[src/rtl/fetch_pkg.sv]
package fetch_pkg;

    // datapath and address width
    localparam int xlen = 32;

    // first fetch address, reached through the starting flush
    localparam logic [xlen-1:0] reset_pc = 32'h1c00_0000;

    // instruction memory geometry
    localparam int mem_words = 1024;
    localparam int mem_aw    = $clog2(mem_words);  // word address bits 11:2

    // B offs26, bits 31:26
    localparam logic [5:0] br_opcode = 6'b010100;

    // apb map: words below apb_lat_addr, delay register at apb_lat_addr
    localparam logic [xlen-1:0] apb_lat_addr = 32'h0000_1000;
    localparam int lat_bits = 2;  // response delay 0..3 extra cycles

endpackage

[src/rtl/decode_stage.sv]
`timescale 1ns/1ps

module decode_stage (
    input  logic                       clk,
    input  logic                       resetn,
    input  logic                       flush,
    input  logic                       if_valid,
    input  logic [fetch_pkg::xlen-1:0] if_pc,
    input  logic [fetch_pkg::xlen-1:0] if_inst,
    input  logic                       if_adef,
    output logic                       id_allowin,
    output logic                       br_taken,
    output logic [fetch_pkg::xlen-1:0] br_target,
    output logic                       out_valid,
    output logic [fetch_pkg::xlen-1:0] out_pc,
    output logic [fetch_pkg::xlen-1:0] out_inst,
    output logic                       out_adef,
    input  logic                       out_ready
);

    logic        out_fire;
    logic        is_branch;
    logic [25:0] offs26;

    assign id_allowin = ~out_valid | out_ready;
    assign out_fire   = out_valid & out_ready;

    // B offs26, low half of the offset sits in inst[25:10]
    assign offs26    = {out_inst[9:0], out_inst[25:10]};
    assign is_branch = (out_inst[31:26] == fetch_pkg::br_opcode) & ~out_adef;

    assign br_taken  = out_fire & is_branch;
    assign br_target = out_pc + {{4{offs26[25]}}, offs26, 2'b00};

    // the word entering behind a taken branch is off the path
    always_ff @(posedge clk) begin
        if (!resetn) begin
            out_valid <= 1'b0;
        end else if (flush | br_taken) begin
            out_valid <= 1'b0;
        end else if (id_allowin) begin
            out_valid <= if_valid;
        end
    end

    always_ff @(posedge clk) begin
        if (if_valid & id_allowin) begin
            out_pc   <= if_pc;
            out_inst <= if_inst;
            out_adef <= if_adef;
        end
    end

endmodule

[config.mk]
export PLATFORM = sky130hd
export DESIGN_NAME = decode_stage
export DESIGN_NICKNAME = d
export VERILOG_FILES = /design/src/rtl/fetch_pkg.sv /design/src/rtl/decode_stage.sv
export SDC_FILE = /design/constraint.sdc
export NUM_CORES = 1
export LEC_CHECK = 0
export BUFFER_PORTS_ARGS = -buffer_cell sky130_fd_sc_hd__buf_2
export CAP_MARGIN = 20
export CELL_PAD_IN_SITES_DETAIL_PLACEMENT = 1
export CELL_PAD_IN_SITES_GLOBAL_PLACEMENT = 1
export CORE_MARGIN = 2
export CORE_UTILIZATION = 36
export CTS_CLUSTER_SIZE = 10
export DETAILED_ROUTE_END_ITERATION = 8
export PLACE_DENSITY_LB_ADDON = 0.1
export SETUP_SLACK_MARGIN = 0.4
export SKIP_LAST_GASP = 1
export SYNTH_ARGS = -nofsm -noshare
export SYNTH_HDL_FRONTEND = slang
export SYNTH_SLANG_ARGS = --single-unit
[constraint.sdc]
create_clock -name clk -period 3.02 [get_ports clk]
set_input_delay 0.604 -clock clk [delete_from_list [all_inputs] [get_ports clk]]
set_output_delay 0.604 -clock clk [all_outputs]
set_load 0.02 [all_outputs]
# ---- Yosys cells after proc, flatten, opt, wreduce, memory -nomap -nowiden
# Cells that the tools add are included.
dict set report op_classes {
  addsub 1
  n_eq_ne 1
  n_bitwise 9
  n_reduce_logical 1
}
# operator n
set ops {}
lappend ops {{$add A32 B32 Y32} 1}
lappend ops {{$eq A6 B5 Y1 const B} 1}
lappend ops {{$and A1 B1 Y1} 4}
lappend ops {{$not A1 Y1} 3}
lappend ops {{$or A1 B1 Y1} 2}
lappend ops {{$reduce_or A2 Y1} 1}
dict set report word_totals {
  regBits 66
  output_inout_bits 100
  word_cells 16
}

# ---- Depth between registers and ports, before layout
dict set report logic_depth {
  word_depth 5
  mapped_depth 10
}

# ---- Worst setup path before layout
# No wires, ideal clock.
dict set report synth_path {
  path_type {flip-flop to output port}
  from {reg out_inst[10] (netlist name)}
  to {out br_target[24] (netlist name)}
  arrival_ns 2.479
  required_time_ns 2.416
  setup_slack_ns -0.063
  path_stages_with_launch 11
  cell_sequence {edfxtp_1 > ha_1 > inv_1 > fa_1 > nor2b_4 > o31a_4 > a41oi_4 > o31ai_4 > a21oi_4 > o31ai_2 > xor2_1}
}
dict set report synth_between {
  elab_chain_cells 1
}
# item line_no
set synth_rtl {}
lappend synth_rtl {{start, declared} decode_stage.sv:16} ;# output logic [fetch_pkg::xlen-1:0] out_inst,
lappend synth_rtl {{start signal, assigned} decode_stage.sv:49} ;# out_inst <= if_inst;
lappend synth_rtl {{$add A32 B32 Y32} decode_stage.sv:33} ;# assign br_target = out_pc + {{4{offs26[25]}}, offs26, 2'b00};
lappend synth_rtl {{end, declared} decode_stage.sv:13} ;# output logic [fetch_pkg::xlen-1:0] br_target,
# No other way between the ends.

# ---- Final worst setup path
# Ends and elaborated chain as after synthesis.

==> run_results.csv <==
group,metric,value,unit
finish,drive_above_1_share,0.581,
global_routing,first_global_vias,3451,
sta,hold_viol,0,
worst_setup_path,cp-startpoint,"out_inst[10]$_DFFE_PP_",
power,p_leak,2.45,nW
synth,ys_top_cells_by_area,"edfxtp_1, ha_1, xnor2_1",
drt,drtAntennaViolNets,0,
clocking,cts_buffers,9,
clocking,clk_pin_slew,0.08,ns
placed_design,gp_congestion,0.748,
floorplanning,coreArea,10200,sq um
hold_path,hold_class,"in2reg",
synth,synth_top_family_by_area,"compound AO/OA/AOI/OAI gates",
placed_design,port_buffers,169,
clocking,cts_max_path_buffers,2,
worst_setup_path,crit_chain,"ha_2 > inv_2 > fa_2 > nor2b_4 > o31a_4 > a41oi_4 > o31ai_4 > a21oi_4 > o31ai_4 > xor2_2 > buf_4",
sta,max_freq,292,MHz
synth,synth.net_count,401,
worst_setup_path,cp-start-kind,"register",
sta,hold_ws,0.398,ns
floorplanning,die-area,11100,sq um
drt,drt-initial-drc-count,87,
synth,ys_warn_count,0,
synth,synth_cell_types,57,
sta,worst_pin_slew,0.461,ns
floorplanning,die_y,106,um
power,power-per-cell-area,533,nW/um^2
sta,slew_viol_final,0,
clocking,numClockSinks,66,
synth,seq_area_frac_synth,0.531,
global_routing,gr-total-overflow,0,
placed_design,placed_area,5080,sq um
synth,ys.flop_type,"edfxtp_1",
finish,syn2layout_area_growth,56.2,%
drt,routed_wirelength,11.2,mm
worst_setup_path,critPathMaxFanout,5,
worst_setup_path,r2r_slack,1.60,ns
synth,synth_xor_area_frac,0.0613,
synth,synth.top_cell.area_share,0.525,
clocking,cts-root-buf,"clkbuf_8",
finish,final_nets,610,
drt,drtPass1Iterations,4,
floorplanning,pin_count,170,
placed_design,dp_hpwl,8.31,mm
worst_setup_path,critPathKind,"reg2out",
sta,slew_headroom,0.689,
worst_setup_path,slowest_delay,0.37,ns
worst_setup_path,endpoint,"br_target[24]",
sta,rsz0062_at_grt,"true",
worst_setup_path,r2r_cells,4,
worst_setup_path,cp_slowest_cell,"edfxtp_1",
synth,muxShareOfSynthArea,0,
drt,vias,3230,
floorplanning,rows,37,
clocking,tritoncts,"yes",
synth,ys_async_sr_fraction,0,
sta,period_needed,3.42,ns
drt,wire_per_inst,17.2,um
synth,synth_edf_count,65,
drt,drc,0,
synth,synthCells,301,
synth,syn_area_per_cell,12.3,sq um
global_routing,grt_max_degree,66,
sta,finalClockSkew,0.0113,ns
synth,synth_fa_ha_area_frac,0.103,
floorplanning,die_x,106,um
clocking,cts_hold_buf,0,
sta,worst_slack,-0.402,ns
power,power.total,3.09,mW
finish,diodes,0,
synth,synth_top_cell_by_area,"edfxtp_1",
synth,syn_area,3710,sq um
clocking,clock_latency,0.37,ns
power,vdd_drop_max,353,uV
worst_setup_path,crit_path_end_kind,"output pin",
drt,routed_via_density,4.96,
global_routing,grt_usage,0.206,
worst_setup_path,critPathMostFrequentCell,"o31ai_4",
job,cap_violations,0,
finish,final_core_util,0.570,
synth,synth_compound_area_frac,0.188,
synth,ys_ff_latch,66,
synth,synth-simple-area-share,0.0926,
sta,period_share,1.13,
worst_setup_path,cp.required,2.42,ns
global_routing,antenna_found_initial,0,
worst_setup_path,r2r-end,"out_valid$_SDFFE_PP0N_",
run_status,status,"complete, but fails checks",
clocking,htree_num_levels,3,
worst_setup_path,reg2reg_from,"out_inst[26]$_DFFE_PP_",
worst_setup_path,cp.arrival,2.82,ns
global_routing,grt_pass1_wl,17.6,mm
finish,final_area,5800,sq um
run_status,violations,"setup timing",
hold_path,holdPathStages,1,
sta,setup_viol,21,
floorplanning,start_util,0.365,
## stage by stage
step / std cells / setup WS [ns] / TNS (ns)
floorplan: 301 / 0.0280 / 0
global placement: 616 / -0.00525 / -0.00525
detailed placement: 616 / -0.0334 / -0.0849
CTS: 644 / -0.414 / -5.49
global route: 651 / -0.490 / -7.53
finish: 651 / -0.402 / -4.71
## routing by layer
metal,vias to the layer above,GRT usage,part of all wire
li1,1574,-,-
met1,1530,0.242,0.42
met2,110,0.335,0.48
met3,16,0.0810,0.078
met4,0,0.0865,0.022
met5,-,0,0
## flip-flops by register name, indices dropped and copies added (netlist names)
name and flops:
out_inst 32, out_pc 32, out_adef 1, out_valid 1
## power breakdown
part / leakage [nW] / switching (mW) / total [mW] / internal [mW]
clock network: 0.109 / 0.374 / 0.862 / 0.488
logic: 1.71 / 0.611 / 1.12 / 0.512
registers: 0.641 / 0.0363 / 1.11 / 1.07
## cell usage after synthesis, drive strengths merged (4+ instances only)
master / number
clkbuf: 4
nand4: 6
o21a: 4
a21oi: 34
nand2: 26
o21bai: 6
a21o: 7
xor2: 8
nor2: 14
edfxtp: 65
ha: 29
o21ai: 17
inv: 11
xnor2: 18
## worst min path at each step
stage                                       from                      to  slack, ns
after floorplan                            flush  out_valid$_SDFFE_PP0N_       0.69
final                                if_inst[15]  out_inst[15]$_DFFE_PP_       0.40
after detailed placement  out_valid$_SDFFE_PP0N_  out_valid$_SDFFE_PP0N_       0.62
after global placement    out_valid$_SDFFE_PP0N_  out_valid$_SDFFE_PP0N_       0.54
after CTS                             if_inst[6]   out_inst[6]$_DFFE_PP_       0.37
after global routing                   if_pc[24]    out_pc[24]$_DFFE_PP_       0.37
## final cells by class
| type | instances | area, sq um |
|---|---|---|
| clock buffer | 10 | 138 |
| clock inverter | 6 | 88.8 |
| fill | 1105 | 4380 |
| inverter | 11 | 41.3 |
| multi-input combinational | 218 | 2120 |
| sequential | 66 | 1970 |
| tap | 136 | 170 |
| timing repair buffer | 204 | 1280 |
## worst max-delay path, delay by kind of cell, from the launching register on
kind / cells / cell delay (ns)
DFF: 1 / 0.37
and+or+nand+nor: 1 / 0.14
AOI/OAI and AO/OA: 5 / 1.02
adders and majority gates: 2 / 0.57
buffers and inverters: 2 / 0.19
xor gates and xnor gates: 1 / 0.15
## cell families (layout without fill, tap and decap cells)
| kind of cell | after synthesis | in the layout |
|---|---|---|
| AND/OR/NAND/NOR | 68 | 68 |
| adder cells (fa/ha/maj) | 30 | 30 |
| AO/OA/AOI/OAI | 94 | 94 |
| flip-flops | 66 | 66 |
| buffers and inverters | 17 | 231 |
| XOR/XNOR | 26 | 26 |
## layout by cell type, fill, tap and decap left out, types with 6 or more instances in the layout
cell,instances
buf_4,36
nand4_1,6
xor2_2,6
a21oi_1,17
inv_1,10
buf_2,143
edfxtp_1,65
ha_1,18
xnor2_2,13
clkbuf_8,10
o21ai_0,10
buf_6,24
a21o_1,7
ha_4,10
nor2_1,13
a21oi_2,12
nand2_1,24
## timing repair
action	in CTS	in global routing
gates cloned	0	0
setup buffers	12	7
gates resized for setup	68	24
endpoints found under the setup margin	25	26
hold endpoints to repair	0	0
pin swaps	29	16
Note: power is estimated with default switching activity, not from simulation.
