[src/rtl/fetch_pkg.sv]
package fetch_pkg;

    // datapath and address width
    localparam int xlen = 32;

    // first fetch address, reached through the starting flush
    localparam logic [xlen-1:0] reset_pc = 32'h1c00_0000;

    // instruction memory geometry
    localparam int mem_words = 1024;
    localparam int mem_aw    = $clog2(mem_words);  // word address bits 11:2

    // B offs26, bits 31:26
    localparam logic [5:0] br_opcode = 6'b010100;

    // apb map: words below apb_lat_addr, delay register at apb_lat_addr
    localparam logic [xlen-1:0] apb_lat_addr = 32'h0000_1000;
    localparam int lat_bits = 2;  // response delay 0..3 extra cycles

endpackage

[src/rtl/fetch_stage.sv]
`timescale 1ns/1ps

module fetch_stage (
    input  logic                       clk,
    input  logic                       resetn,
    input  logic                       flush,
    input  logic [fetch_pkg::xlen-1:0] excep_entry,
    input  logic                       br_taken,
    input  logic [fetch_pkg::xlen-1:0] br_target,
    input  logic                       id_allowin,
    input  logic                       inst_addr_ok,
    input  logic                       inst_data_ok,
    input  logic [fetch_pkg::xlen-1:0] inst_rdata,
    output logic                       inst_req,
    output logic [fetch_pkg::xlen-1:0] inst_addr,
    output logic                       if_valid,
    output logic [fetch_pkg::xlen-1:0] if_pc,
    output logic [fetch_pkg::xlen-1:0] if_inst,
    output logic                       if_adef
);

    logic [fetch_pkg::xlen-1:0] pc;         // address of last accepted request
    logic                       req_wait;   // request shown last cycle, not accepted
    logic                       wait_stale; // waiting request overtaken by a redirect
    logic [fetch_pkg::xlen-1:0] hold_addr;
    logic                       pre_if_reqed;  // accepted, data not back yet
    logic                       cancel_cnt;    // outstanding request to drop, 0 or 1
    logic                       fetch_idle;

    // held redirect targets, kept until the request goes out
    logic                       flush_reg;
    logic [fetch_pkg::xlen-1:0] excep_entry_reg;
    logic                       br_taken_reg;
    logic [fetch_pkg::xlen-1:0] br_target_reg;

    // second buffer slot behind the IF register
    logic                       pre_if_valid;
    logic [fetch_pkg::xlen-1:0] pre_if_pc;
    logic [fetch_pkg::xlen-1:0] pre_if_ir;
    logic                       pre_if_adef;

    logic                       redirect;
    logic [fetch_pkg::xlen-1:0] pre_pc;
    logic                       pre_pc_adef;
    logic                       good_pending;
    logic [1:0]                 occ;
    logic [1:0]                 occ_after;
    logic                       out_fire;
    logic                       room;
    logic                       fresh_go;
    logic                       adef_go;
    logic                       accept;
    logic                       stale_acc;
    logic                       good_acc;
    logic                       data_good;
    logic                       in_valid;
    logic [fetch_pkg::xlen-1:0] in_pc;
    logic [fetch_pkg::xlen-1:0] in_inst;

    assign redirect = flush | br_taken;

    // redirects never issue in their own cycle, they go through the held regs
    assign pre_pc = flush_reg    ? excep_entry_reg :
                    br_taken_reg ? br_target_reg   :
                                   pc + 32'd4;
    assign pre_pc_adef = pre_pc[1] | pre_pc[0];

    // words held or owed to the fetch stage
    assign good_pending = pre_if_reqed & ~cancel_cnt;
    assign occ          = {1'b0, if_valid} + {1'b0, pre_if_valid} + {1'b0, good_pending};
    assign out_fire     = if_valid & id_allowin;
    assign occ_after    = occ - {1'b0, out_fire};
    assign room         = ~occ_after[1];

    assign fresh_go = ~req_wait & ~redirect & ~fetch_idle & room;
    assign adef_go  = fresh_go & pre_pc_adef;  // bad address, no memory access

    assign inst_req  = req_wait | (fresh_go & ~pre_pc_adef);
    assign inst_addr = req_wait ? hold_addr : pre_pc;

    assign accept    = inst_req & inst_addr_ok;
    assign stale_acc = accept & (wait_stale | redirect);
    assign good_acc  = accept & ~wait_stale & ~redirect;

    // returning word belongs to pc unless it was cancelled
    assign data_good = inst_data_ok & ~cancel_cnt & ~redirect;
    assign in_valid  = data_good | adef_go;
    assign in_pc     = data_good ? pc : pre_pc;
    assign in_inst   = data_good ? inst_rdata : '0;

    always_ff @(posedge clk) begin
        if (!resetn) begin
            req_wait   <= 1'b0;
            wait_stale <= 1'b0;
        end else begin
            req_wait   <= inst_req & ~inst_addr_ok;
            wait_stale <= inst_req & ~inst_addr_ok & (redirect | wait_stale);
        end
    end

    always_ff @(posedge clk) begin
        hold_addr <= inst_addr;  // equals inst_addr while waiting
    end

    always_ff @(posedge clk) begin
        if (!resetn) begin
            pc <= fetch_pkg::reset_pc - 32'd4;
        end else if (good_acc) begin
            pc <= inst_addr;
        end
    end

    always_ff @(posedge clk) begin
        if (!resetn) begin
            pre_if_reqed <= 1'b0;
        end else if (accept) begin
            pre_if_reqed <= 1'b1;
        end else if (inst_data_ok) begin
            pre_if_reqed <= 1'b0;
        end
    end

    // memory keeps one request in flight, so one bit is enough
    always_ff @(posedge clk) begin
        if (!resetn) begin
            cancel_cnt <= 1'b0;
        end else begin
            cancel_cnt <= (cancel_cnt & ~inst_data_ok)
                        | (redirect & pre_if_reqed & ~inst_data_ok)
                        | stale_acc;
        end
    end

    // idle until the first flush, and again after a misaligned target
    always_ff @(posedge clk) begin
        if (!resetn) begin
            fetch_idle <= 1'b1;
        end else if (flush) begin
            fetch_idle <= 1'b0;
        end else if (adef_go) begin
            fetch_idle <= 1'b1;
        end
    end

    always_ff @(posedge clk) begin
        if (!resetn) begin
            flush_reg    <= 1'b0;
            br_taken_reg <= 1'b0;
        end else if (flush) begin
            flush_reg    <= 1'b1;  // flush wins over a branch
            br_taken_reg <= 1'b0;
        end else if (br_taken) begin
            br_taken_reg <= 1'b1;
        end else if (good_acc | adef_go) begin
            flush_reg    <= 1'b0;
            br_taken_reg <= 1'b0;
        end
    end

    always_ff @(posedge clk) begin
        if (flush) begin
            excep_entry_reg <= excep_entry;
        end
        if (br_taken) begin
            br_target_reg <= br_target;
        end
    end

    // two-entry buffer, IF register at the head
    always_ff @(posedge clk) begin
        if (!resetn) begin
            if_valid     <= 1'b0;
            pre_if_valid <= 1'b0;
        end else if (redirect) begin
            if_valid     <= 1'b0;
            pre_if_valid <= 1'b0;
        end else if (~if_valid | out_fire) begin
            if_valid     <= pre_if_valid | in_valid;
            pre_if_valid <= pre_if_valid & in_valid;
        end else if (in_valid) begin
            pre_if_valid <= 1'b1;
        end
    end

    always_ff @(posedge clk) begin
        if (~if_valid | out_fire) begin
            if (pre_if_valid) begin
                if_pc   <= pre_if_pc;
                if_inst <= pre_if_ir;
                if_adef <= pre_if_adef;
            end else begin
                if_pc   <= in_pc;
                if_inst <= in_inst;
                if_adef <= adef_go;
            end
        end
        if (in_valid & (pre_if_valid | (if_valid & ~out_fire))) begin
            pre_if_pc   <= in_pc;
            pre_if_ir   <= in_inst;
            pre_if_adef <= adef_go;
        end
    end

    // a new word always finds a free slot
    a_no_overflow: assert property (@(posedge clk) disable iff (!resetn)
        in_valid |-> !(if_valid && pre_if_valid && !out_fire));

endmodule

[config.mk]
export PLATFORM = sky130hd
export DESIGN_NAME = fetch_stage
export DESIGN_NICKNAME = d
export VERILOG_FILES = /design/src/rtl/fetch_pkg.sv /design/src/rtl/fetch_stage.sv
export SDC_FILE = /design/constraint.sdc
export NUM_CORES = 1
export LEC_CHECK = 0
export BUFFER_PORTS_ARGS = -buffer_cell sky130_fd_sc_hd__buf_4
export CAP_MARGIN = 15
export CORE_MARGIN = 2
export CORE_UTILIZATION = 51
export DETAILED_ROUTE_END_ITERATION = 7
export PLACE_DENSITY = 0.76
export SLEW_MARGIN = 30
export SYNTH_ARGS = -nofsm -noshare
export SYNTH_HDL_FRONTEND = slang
export SYNTH_SLANG_ARGS = --single-unit
[constraint.sdc]
create_clock -name clk -period 6.2 [get_ports clk]
set_input_delay 1.24 -clock clk [delete_from_list [all_inputs] [get_ports clk]]
set_output_delay 1.24 -clock clk [all_outputs]
set_load 0.01 [all_outputs]
# --- After elaboration in Yosys (flattened, before gate mapping) ---
# Cells that the tools add are included.
word_totals:
  register_bits: 267
  in_bits: 103
  output_inout_bits: 99
  wordCells: 94
op_classes:
  add_sub_neg: 4
  n_eq_ne: 1
  n_mux: 18
  n_bitwise: 44
  n_reduce_logical: 8
op_table:
  columns: ["operator", "n"]
  rows:
  - ["two-way mux 32 bit", 7]
  - ["adder 32 x 3 -> 32 bit, second input constant", 1]
  - ["AND 1 bit", 21]
  - ["NOT 1 bit", 12]
  - ["two-way mux 1 bit", 11]
  - ["OR 1 bit", 11]
  - ["nonzero test 2 bit", 5]
  - ["OR reduction 2 bit", 2]
  - ["adder 1 x 1 -> 2 bit", 1]
  - ["adder 2 x 1 -> 2 bit", 1]
  - ["inequality test 2 bit, second input constant", 1]
  - ["AND reduction 2 bit", 1]
  - ["subtractor 2 x 1 -> 2 bit", 1]

# --- Longest topological paths before layout ---
# Gate-level depths: netlist of run 1.
depth:
  depth_word: 15
  ltp_mapped: 13
  depth_no_buf: 10

# --- Worst setup path after synthesis of run 1 ---
# OpenSTA, ideal clock, no wires.
synth_timing:
  path_type: "input to register"
  startpoint: "input port id_allowin"
  endpoint: "register pre_if_adef, enable pin"
  setup_ps: 488
  arrival_ps: 5521
  t_required_ps: 5712
  setup_slack_ps: 190
  stages: 9
  path_buffers: 0
  path_cell_list: "and2_1 -> ha_1 -> inv_1 -> ha_1 -> a21oi_1 -> mux2i_1 -> a211oi_2 -> nor2_1 -> nor2_1"
synth_via:
  elab_chain_len: 7
  elab_cells_between_ends: 10
  cone_classes: "add/sub (1); bitwise (9)"
synth_rtl:
  columns: ["item", "line_no", "source"]
  rows:
  - ["from (decl)", "fetch_stage.sv:10", "input logic id_allowin,"]
  - ["AND 1 bit", "fetch_stage.sv:71", "assign out_fire = if_valid & id_allowin;"]
  - ["subtractor 2 x 1 -> 2 bit", "fetch_stage.sv:72", "assign occ_after = occ - {1'b0, out_fire};"]
  - ["NOT 1 bit", "fetch_stage.sv:73", "assign room = ~occ_after[1];"]
  - ["AND 1 bit", "fetch_stage.sv:75", "assign fresh_go = ~req_wait & ~redirect & ~fetch_idle & room;"]
  - ["AND 1 bit", "fetch_stage.sv:76", "assign adef_go = fresh_go & pre_pc_adef;"]
  - ["via adef_go", "fetch_stage.sv:51", "logic adef_go;"]
  - ["OR 1 bit", "fetch_stage.sv:87", "assign in_valid = data_good | adef_go;"]
  - ["AND 1 bit", "fetch_stage.sv:197", "if (in_valid & (pre_if_valid | (if_valid & ~out_fire))) begin"]
  - ["to (signal assigned)", "fetch_stage.sv:200", "pre_if_adef <= adef_go;"]
  - ["to (decl)", "fetch_stage.sv:40", "logic pre_if_adef;"]
# The timed path passes the listed nets, and every way through them passes these cells.
# A chain may end at the register's enable or synchronous reset.

# --- Worst setup path after layout of run 1 ---
layout_timing:
  startpoint: "register pre_if_valid"
  endpoint: "output port inst_req"
layout_via:
  elab_chain_len: 7
layout_rtl:
  columns: ["item", "line_no", "source"]
  rows:
  - ["from (decl)", "fetch_stage.sv:37", "logic pre_if_valid;"]
  - ["from (signal assigned)", "fetch_stage.sv:179", "pre_if_valid <= pre_if_valid & in_valid;"]
  - ["adder 1 x 1 -> 2 bit", "fetch_stage.sv:70", "assign occ = {1'b0, if_valid} + {1'b0, pre_if_valid} + {1'b0, good_pending};"]
  - ["adder 2 x 1 -> 2 bit", "fetch_stage.sv:70", null]
  - ["subtractor 2 x 1 -> 2 bit", "fetch_stage.sv:72", null]
  - ["NOT 1 bit", "fetch_stage.sv:73", null]
  - ["AND 1 bit", "fetch_stage.sv:75", null]
  - ["AND 1 bit", "fetch_stage.sv:78", "assign inst_req = req_wait | (fresh_go & ~pre_pc_adef);"]
  - ["OR 1 bit", "fetch_stage.sv:78", null]
  - ["to (decl)", "fetch_stage.sv:14", "output logic inst_req,"]
# No other way between the ends.

==> results of run 1 <==
-- path summary, 6_finish.rpt --
path / startpoint / to / slack (ns) / cells after the start
max reg2reg: pre_if_valid$_SDFFE_PP0P_ / pre_if_pc[16]$_DFFE_PP_ / 2.05 / 10
min reg2reg: hold_addr[31]$_DFF_P_ / hold_addr[31]$_DFF_P_ / 0.50 / 2
max: pre_if_valid$_SDFFE_PP0P_ / inst_req / 1.62 / 9
min: hold_addr[31]$_DFF_P_ / hold_addr[31]$_DFF_P_ / 0.50 / 2
-- synthesized netlist by cell type, types with 4 or more instances --
cell,instances
clkbuf_1,43
nand2b_1,5
edfxtp_1,194
a211oi_1,5
dfxtp_1,73
nor2_1,55
inv_1,28
a21o_1,6
mux2i_1,8
buf_2,20
o22ai_1,10
a31oi_1,16
xnor2_1,7
nand3_1,17
or3_1,9
o31a_1,6
o31ai_1,9
and3_1,4
a22o_1,8
and2_0,4
a22oi_1,11
a21oi_1,41
nand2_1,67
a311oi_1,6
buf_6,4
or2_2,4
nor4_1,13
nor3_1,29
a31o_2,4
a211o_1,12
and4_1,9
nand4_1,20
mux2_2,60
o21ai_0,45
or4_1,4
nor2b_1,4
o211a_1,4
and2_1,40
-- cell type report --
type / count / area, sq um
Timing Repair Buffer: 214 / 1610
Fill cell: 1748 / 8180
Tap cell: 285 / 357
Inverter: 29 / 109
Multi-Input combinational cell: 604 / 4070
Clock inverter: 17 / 239
Clock buffer: 35 / 788
Sequential cell: 267 / 7290
-- per-layer routing --
metal  share of wire  routed length [microns]  vias to the layer above  GRT usage
met4           0.027                      798                        0     0.0734
li1                -                        -                     4030          -
met5               0                        0                        -          0
met2            0.44                    12900                      490      0.363
met1            0.43                    12500                     4057      0.333
met3           0.099                     2880                       69     0.0483
-- power by group through the flow --
stage / Clock [mW] / Combinational (mW) / Sequential [mW]
4_1_cts: 1.85 / 0.523 / 2.07
5_1_grt: 1.93 / 0.565 / 2.08
3_3_place_gp: 0 / 0.510 / 2.11
3_5_place_dp: 0 / 0.518 / 2.11
2_1_floorplan: 0 / 0.248 / 2.12
6_report: 1.83 / 0.525 / 2.07
-- kinds of logic (layout without fill, tap and decap cells) --
group | after synthesis | after routing | share of synthesized area
and+or+nand+nor | 293 | 293 | 0.131
DFF | 267 | 267 | 0.618
AOI/OAI and AO/OA | 229 | 229 | 0.137
buffers and inverters | 102 | 295 | 0.0381
muxes | 70 | 70 | 0.0663
xor gates and xnor gates | 9 | 9 | 0.00668
adders and majority gates | 3 | 3 | 0.00318
-- critical path, stage by stage (launching register included) --
cell	delay, ns
dfxtp_1	0.88
inv_2	0.08
ha_1	0.30
inv_1	0.04
ha_1	0.29
a21oi_1	0.17
mux2i_1	0.52
a211o_1	0.26
inv_1	0.09
buf_4	0.15
-- stage by stage --
| step | total power [mW] | utilization | hold slack (ns) |
|---|---|---|---|
| floorplan | 2.37 | - | 0.483 |
| global placement | 2.62 | 0.593 | 0.482 |
| detailed placement | 2.63 | 0.593 | 0.493 |
| CTS | 4.45 | 0.639 | 0.507 |
| global route | 4.58 | 0.639 | 0.522 |
| finish | 4.43 | 0.639 | 0.497 |
==> reports/qor.txt, run 1 <==
status: completed
vias per cell: 5.96
max_slew headroom: 0.370
Crit Path Class: reg -> out
layout net count: 1250
type of origin of the critical path: flip-flop
IO Port Bufs: 201
dpl hpwl: 19300 microns
RSZ-0062 raised after global routing: no
Final ANT Viol Nets: 0
TritonCTS clock tree: yes
most frequent cells in the layout: 214 x buf_4, 194 x edfxtp_1, 73 x dfxtp_1, 67 x nand2_1, 60 x mux2_2
period utilization: 0.738
Clock power frac: 0.413
yosys warns: 0
post-synth top area share: 0.494
GRT Resource Usage Total: 0.234
pin count of the biggest net entering global routing: 82
row cnt: 55
crit-path max FO: 20
Synth Flop Type: edfxtp_1
post-synth top area cell: edfxtp_1
CP required: 4.96 ns
DIE AREA: 0.0244 sq mm
remaining global-route overflow: 0
P_int: 3.42 mW
non-filler cells, final: 1451
post-route cell area: 0.0145 sq mm
Clock transition at path regs: 0.06 ns
placed inst area: 0.0134 sq mm
leakage: 5.99 nW
synth unique cells: 82
maximum buffer depth of the clock tree: 3
Setup Skew: 0.0199 ns
DR iter-0 viols: 886
worst vdd ir: 192 uV
Post-Syn Instances: 973
Clk Latency, worst-skew pair: 0.55 ns
Root Buffer: clkbuf_16
width of the die: 156 microns
Post-synth EDFFs: 194
Die Height: 156 microns
sequential share of the synthesized area: 0.618
Final Hold Fails: 0
drt wl/cell: 20.1 microns
Mapped Nets: 1079
RePlAce Congestion: 0.905
CP Capture Type: primary output
Mean Syn Cell Area: 12.1 sq um
core area: 0.0226 sq mm
Switching Power: 1.01 mW
crit path time final: 4.58 ns
most common cell after layout, fill and taps aside: buf_4
Worst Tran Pin Value: 0.938 ns
share of cells above drive strength 1: 0.296
initial antenna violation count: 0
TritonRoute pass-1 iters: 7
Sw Ratio: 0.228
Pins Over Slew Limit: 0
Layout area overhead: 22.6%
TritonCTS Buffers: 28
dpl ws: 1.59 ns
setup bufs post-CTS: 0
vias in the first global route: 8175
ys async rst share: 0
final worst slack: 1.62 ns
cts repair resizes: 0
# hold bufs at CTS: 0
drt total wl: 29100 microns
Worst Hold Class: reg -> reg
diode count: 0
Synth Cell Area: 0.0118 sq mm
final setup TNS: 0 ns
global-route wire length before repair: 44800 microns
Worst EP arrival: 3.34 ns
final setup violation count: 0
Reg power frac: 0.468
I/O Pins: 202
synth top area cells: edfxtp_1 49%, dfxtp_1 12%, mux2_2 5.7%
CTS Sinks: 267
number of synthesized register bits: 267
H-tree levels: 1
post-route DRC violation count: 0
Initial Utilization: 0.521
Comb pwr share: 0.118
fmax: 219 MHz
placed cell count: 1399
max-cap viol count: 0
via count: 8646
PwrDens: 306 mW/mm^2
No activity file was read; power rests on OpenSTA's default activity.
==> run 2: changes to the inputs <==
Settings changed: ABC_AREA from default to 1, PLACE_DENSITY 0.76 to 0.77.
Clock period 6.2 ns to 4.16 ns, I/O delays scaled along.
==> run 2 against run 1 <==
Register-to-register slack got worse by 0.98 ns. Core utilization rose by 0.63 points. Die area fell by 2.2%. Non-clock buffer count rose by 2. Clock power rose by 38%. Synthesized cell count rose by 27%. Total power rose by 44%.
==> reports/qor.txt, run 2 <==
TritonCTS clock tree: yes
CTS Sinks: 267
Worst Hold Class: in -> reg
cts repair resizes: 0
RSZ-0062 raised after global routing: no
Post-Syn Instances: 1233
leakage: 6.64 nW
PwrDens: 448 mW/mm^2
TritonCTS Buffers: 27
top-count cell post-synth: nand2_1
status: completed
Total Power: 6.37 mW
CP required: 3.33 ns
width of the die: 154 microns
DIE AREA: 0.0238 sq mm
final setup TNS: 0 ns
Synth top cells by count: 397 x nand2_1, 194 x edfxtp_1, 128 x nor2_1, 109 x nand3_1, 86 x inv_1
vias in the first global route: 8482
RePlAce Congestion: 0.920
sequential share of the synthesized area: 0.632
IO Port Bufs: 201
Pins Over Slew Limit: 0
drt wl/cell: 16.7 microns
dpl ws: 0.700 ns
max-cap viol count: 0
Worst EP arrival: 2.99 ns
core area: 0.0220 sq mm
# hold bufs at CTS: 0
worst vdd ir: 556 uV
Root Buffer: clkbuf_16
DR iter-0 viols: 708
diode count: 0
number of synthesized register bits: 267
Clk Latency, worst-skew pair: 0.55 ns
most common cell after layout, fill and taps aside: nand2_1
Mean Syn Cell Area: 9.34 sq um
Clock transition at path regs: 0.07 ns
vias per cell: 5.22
most frequent cells in the layout: 397 x nand2_1, 215 x buf_4, 194 x edfxtp_1, 128 x nor2_1, 109 x nand3_1
Initial Utilization: 0.523
pin count of the biggest net entering global routing: 71
via count: 9008
crit path time final: 3.82 ns
type of origin of the critical path: flip-flop
Final Hold Fails: 0
post-route DRC violation count: 0
post-synth top area share: 0.506
Mapped Nets: 1339
global-route wire length before repair: 44700 microns
Setup Skew: 0.0115 ns
layout net count: 1531
setup bufs post-CTS: 0
Synth Flop Type: edfxtp_1
period utilization: 0.918
dpl hpwl: 20500 microns
share of cells above drive strength 1: 0.207
CP Capture Type: primary output
fmax: 262 MHz
max_slew headroom: 0.416
ys async rst share: 0
post-synth top area cell: edfxtp_1
Die Height: 154 microns
drt total wl: 28800 microns
row cnt: 54
H-tree levels: 1
Crit Path Class: reg -> out
crit-path max FO: 7
Layout area overhead: 23.3%
initial antenna violation count: 0
FF-to-FF setup slack: 1.07 ns
Post-synth EDFFs: 194
yosys warns: 0
synth top area cells: edfxtp_1 51%, nand2_1 13%, dfxtp_1 13%
final setup violation count: 0
maximum buffer depth of the clock tree: 3
GRT Resource Usage Total: 0.238
final worst slack: 0.341 ns
Final ANT Viol Nets: 0
TritonRoute pass-1 iters: 6
I/O Pins: 202
Worst Tran Pin Value: 0.874 ns
synth unique cells: 35
Synth Cell Area: 0.0115 sq mm
remaining global-route overflow: 0
-- run 2: cell count changes after synthesis, sizes merged, moves of 16 or more --
| cell | delta |
|---|---|
| buf | -16 |
| inv | +62 |
| mux2 | -62 |
| nand2 | +332 |
| nand3 | +94 |
| nand4 | -18 |
| nor2 | +73 |
| nor3 | -26 |
| or2 | +18 |
-- run 2: path summary, 6_finish.rpt --
check | endpoint | start | depth (start not counted)
max | inst_addr[28] | pc[2]$_SDFFE_PN1P_ | 10
max reg2reg | pre_if_ir[10]$_DFFE_PP_ | br_taken_reg$_SDFFE_PP0P_ | 13
min | excep_entry_reg[9]$_DFFE_PP_ | excep_entry[9] | 1
min reg2reg | pc[0]$_SDFFE_PN0P_ | pc[0]$_SDFFE_PN0P_ | 2
-- run 2: per-layer routing --
metal | vias to the layer above | track usage | routed length (microns)
met5 | - | 0 | 0
met4 | 0 | 0.0794 | 850
met3 | 62 | 0.0359 | 1980
met2 | 376 | 0.388 | 13300
met1 | 4125 | 0.331 | 12700
li1 | 4445 | - | -
-- run 2: stage by stage --
stage | instances | util | cell area, sq um | hold slack, ns
floorplan | 1233 | - | 11500 | 0.444
global placement | 1676 | 0.602 | 13300 | 0.455
detailed placement | 1676 | 0.602 | 13300 | 0.466
CTS | 1726 | 0.645 | 14200 | 0.438
global route | 1726 | 0.645 | 14200 | 0.440
finish | 1726 | 0.645 | 14200 | 0.450
-- run 2: power by group --
part,total [mW],internal (mW),switching [mW]
sequential,3.09,3.04,0.0552
clock,2.52,1.50,1.02
combinational,0.757,0.320,0.437
total,6.37,4.86,1.51
-- run 2: worst max-delay path, cell delays in order, from the launching register on --
cell     delay [ns]
dfxtp_1        0.47
ha_1           0.24
nand3_1        0.12
inv_1          0.19
nand2_1        0.13
nor2_1         0.39
a21oi_1        0.13
o21ai_0        0.29
nand3_1        0.13
and2_1         0.18
buf_4          0.14
-- run 2: cell type report --
class,count,area (sq um)
Clock buffer,34,732
Clock inverter,16,203
Fill cell,1777,7820
Inverter,91,343
Multi-Input combinational cell,822,3650
Sequential cell,267,7290
Tap cell,280,350
Timing Repair Buffer,216,1630
-- run 2: kinds of logic after synthesis --
group           synth area share
simple gates               0.257
compound gates            0.0529
flops                      0.632
fa+ha+maj                0.00326
xor+xnor                 0.00380
buf+inv                   0.0509
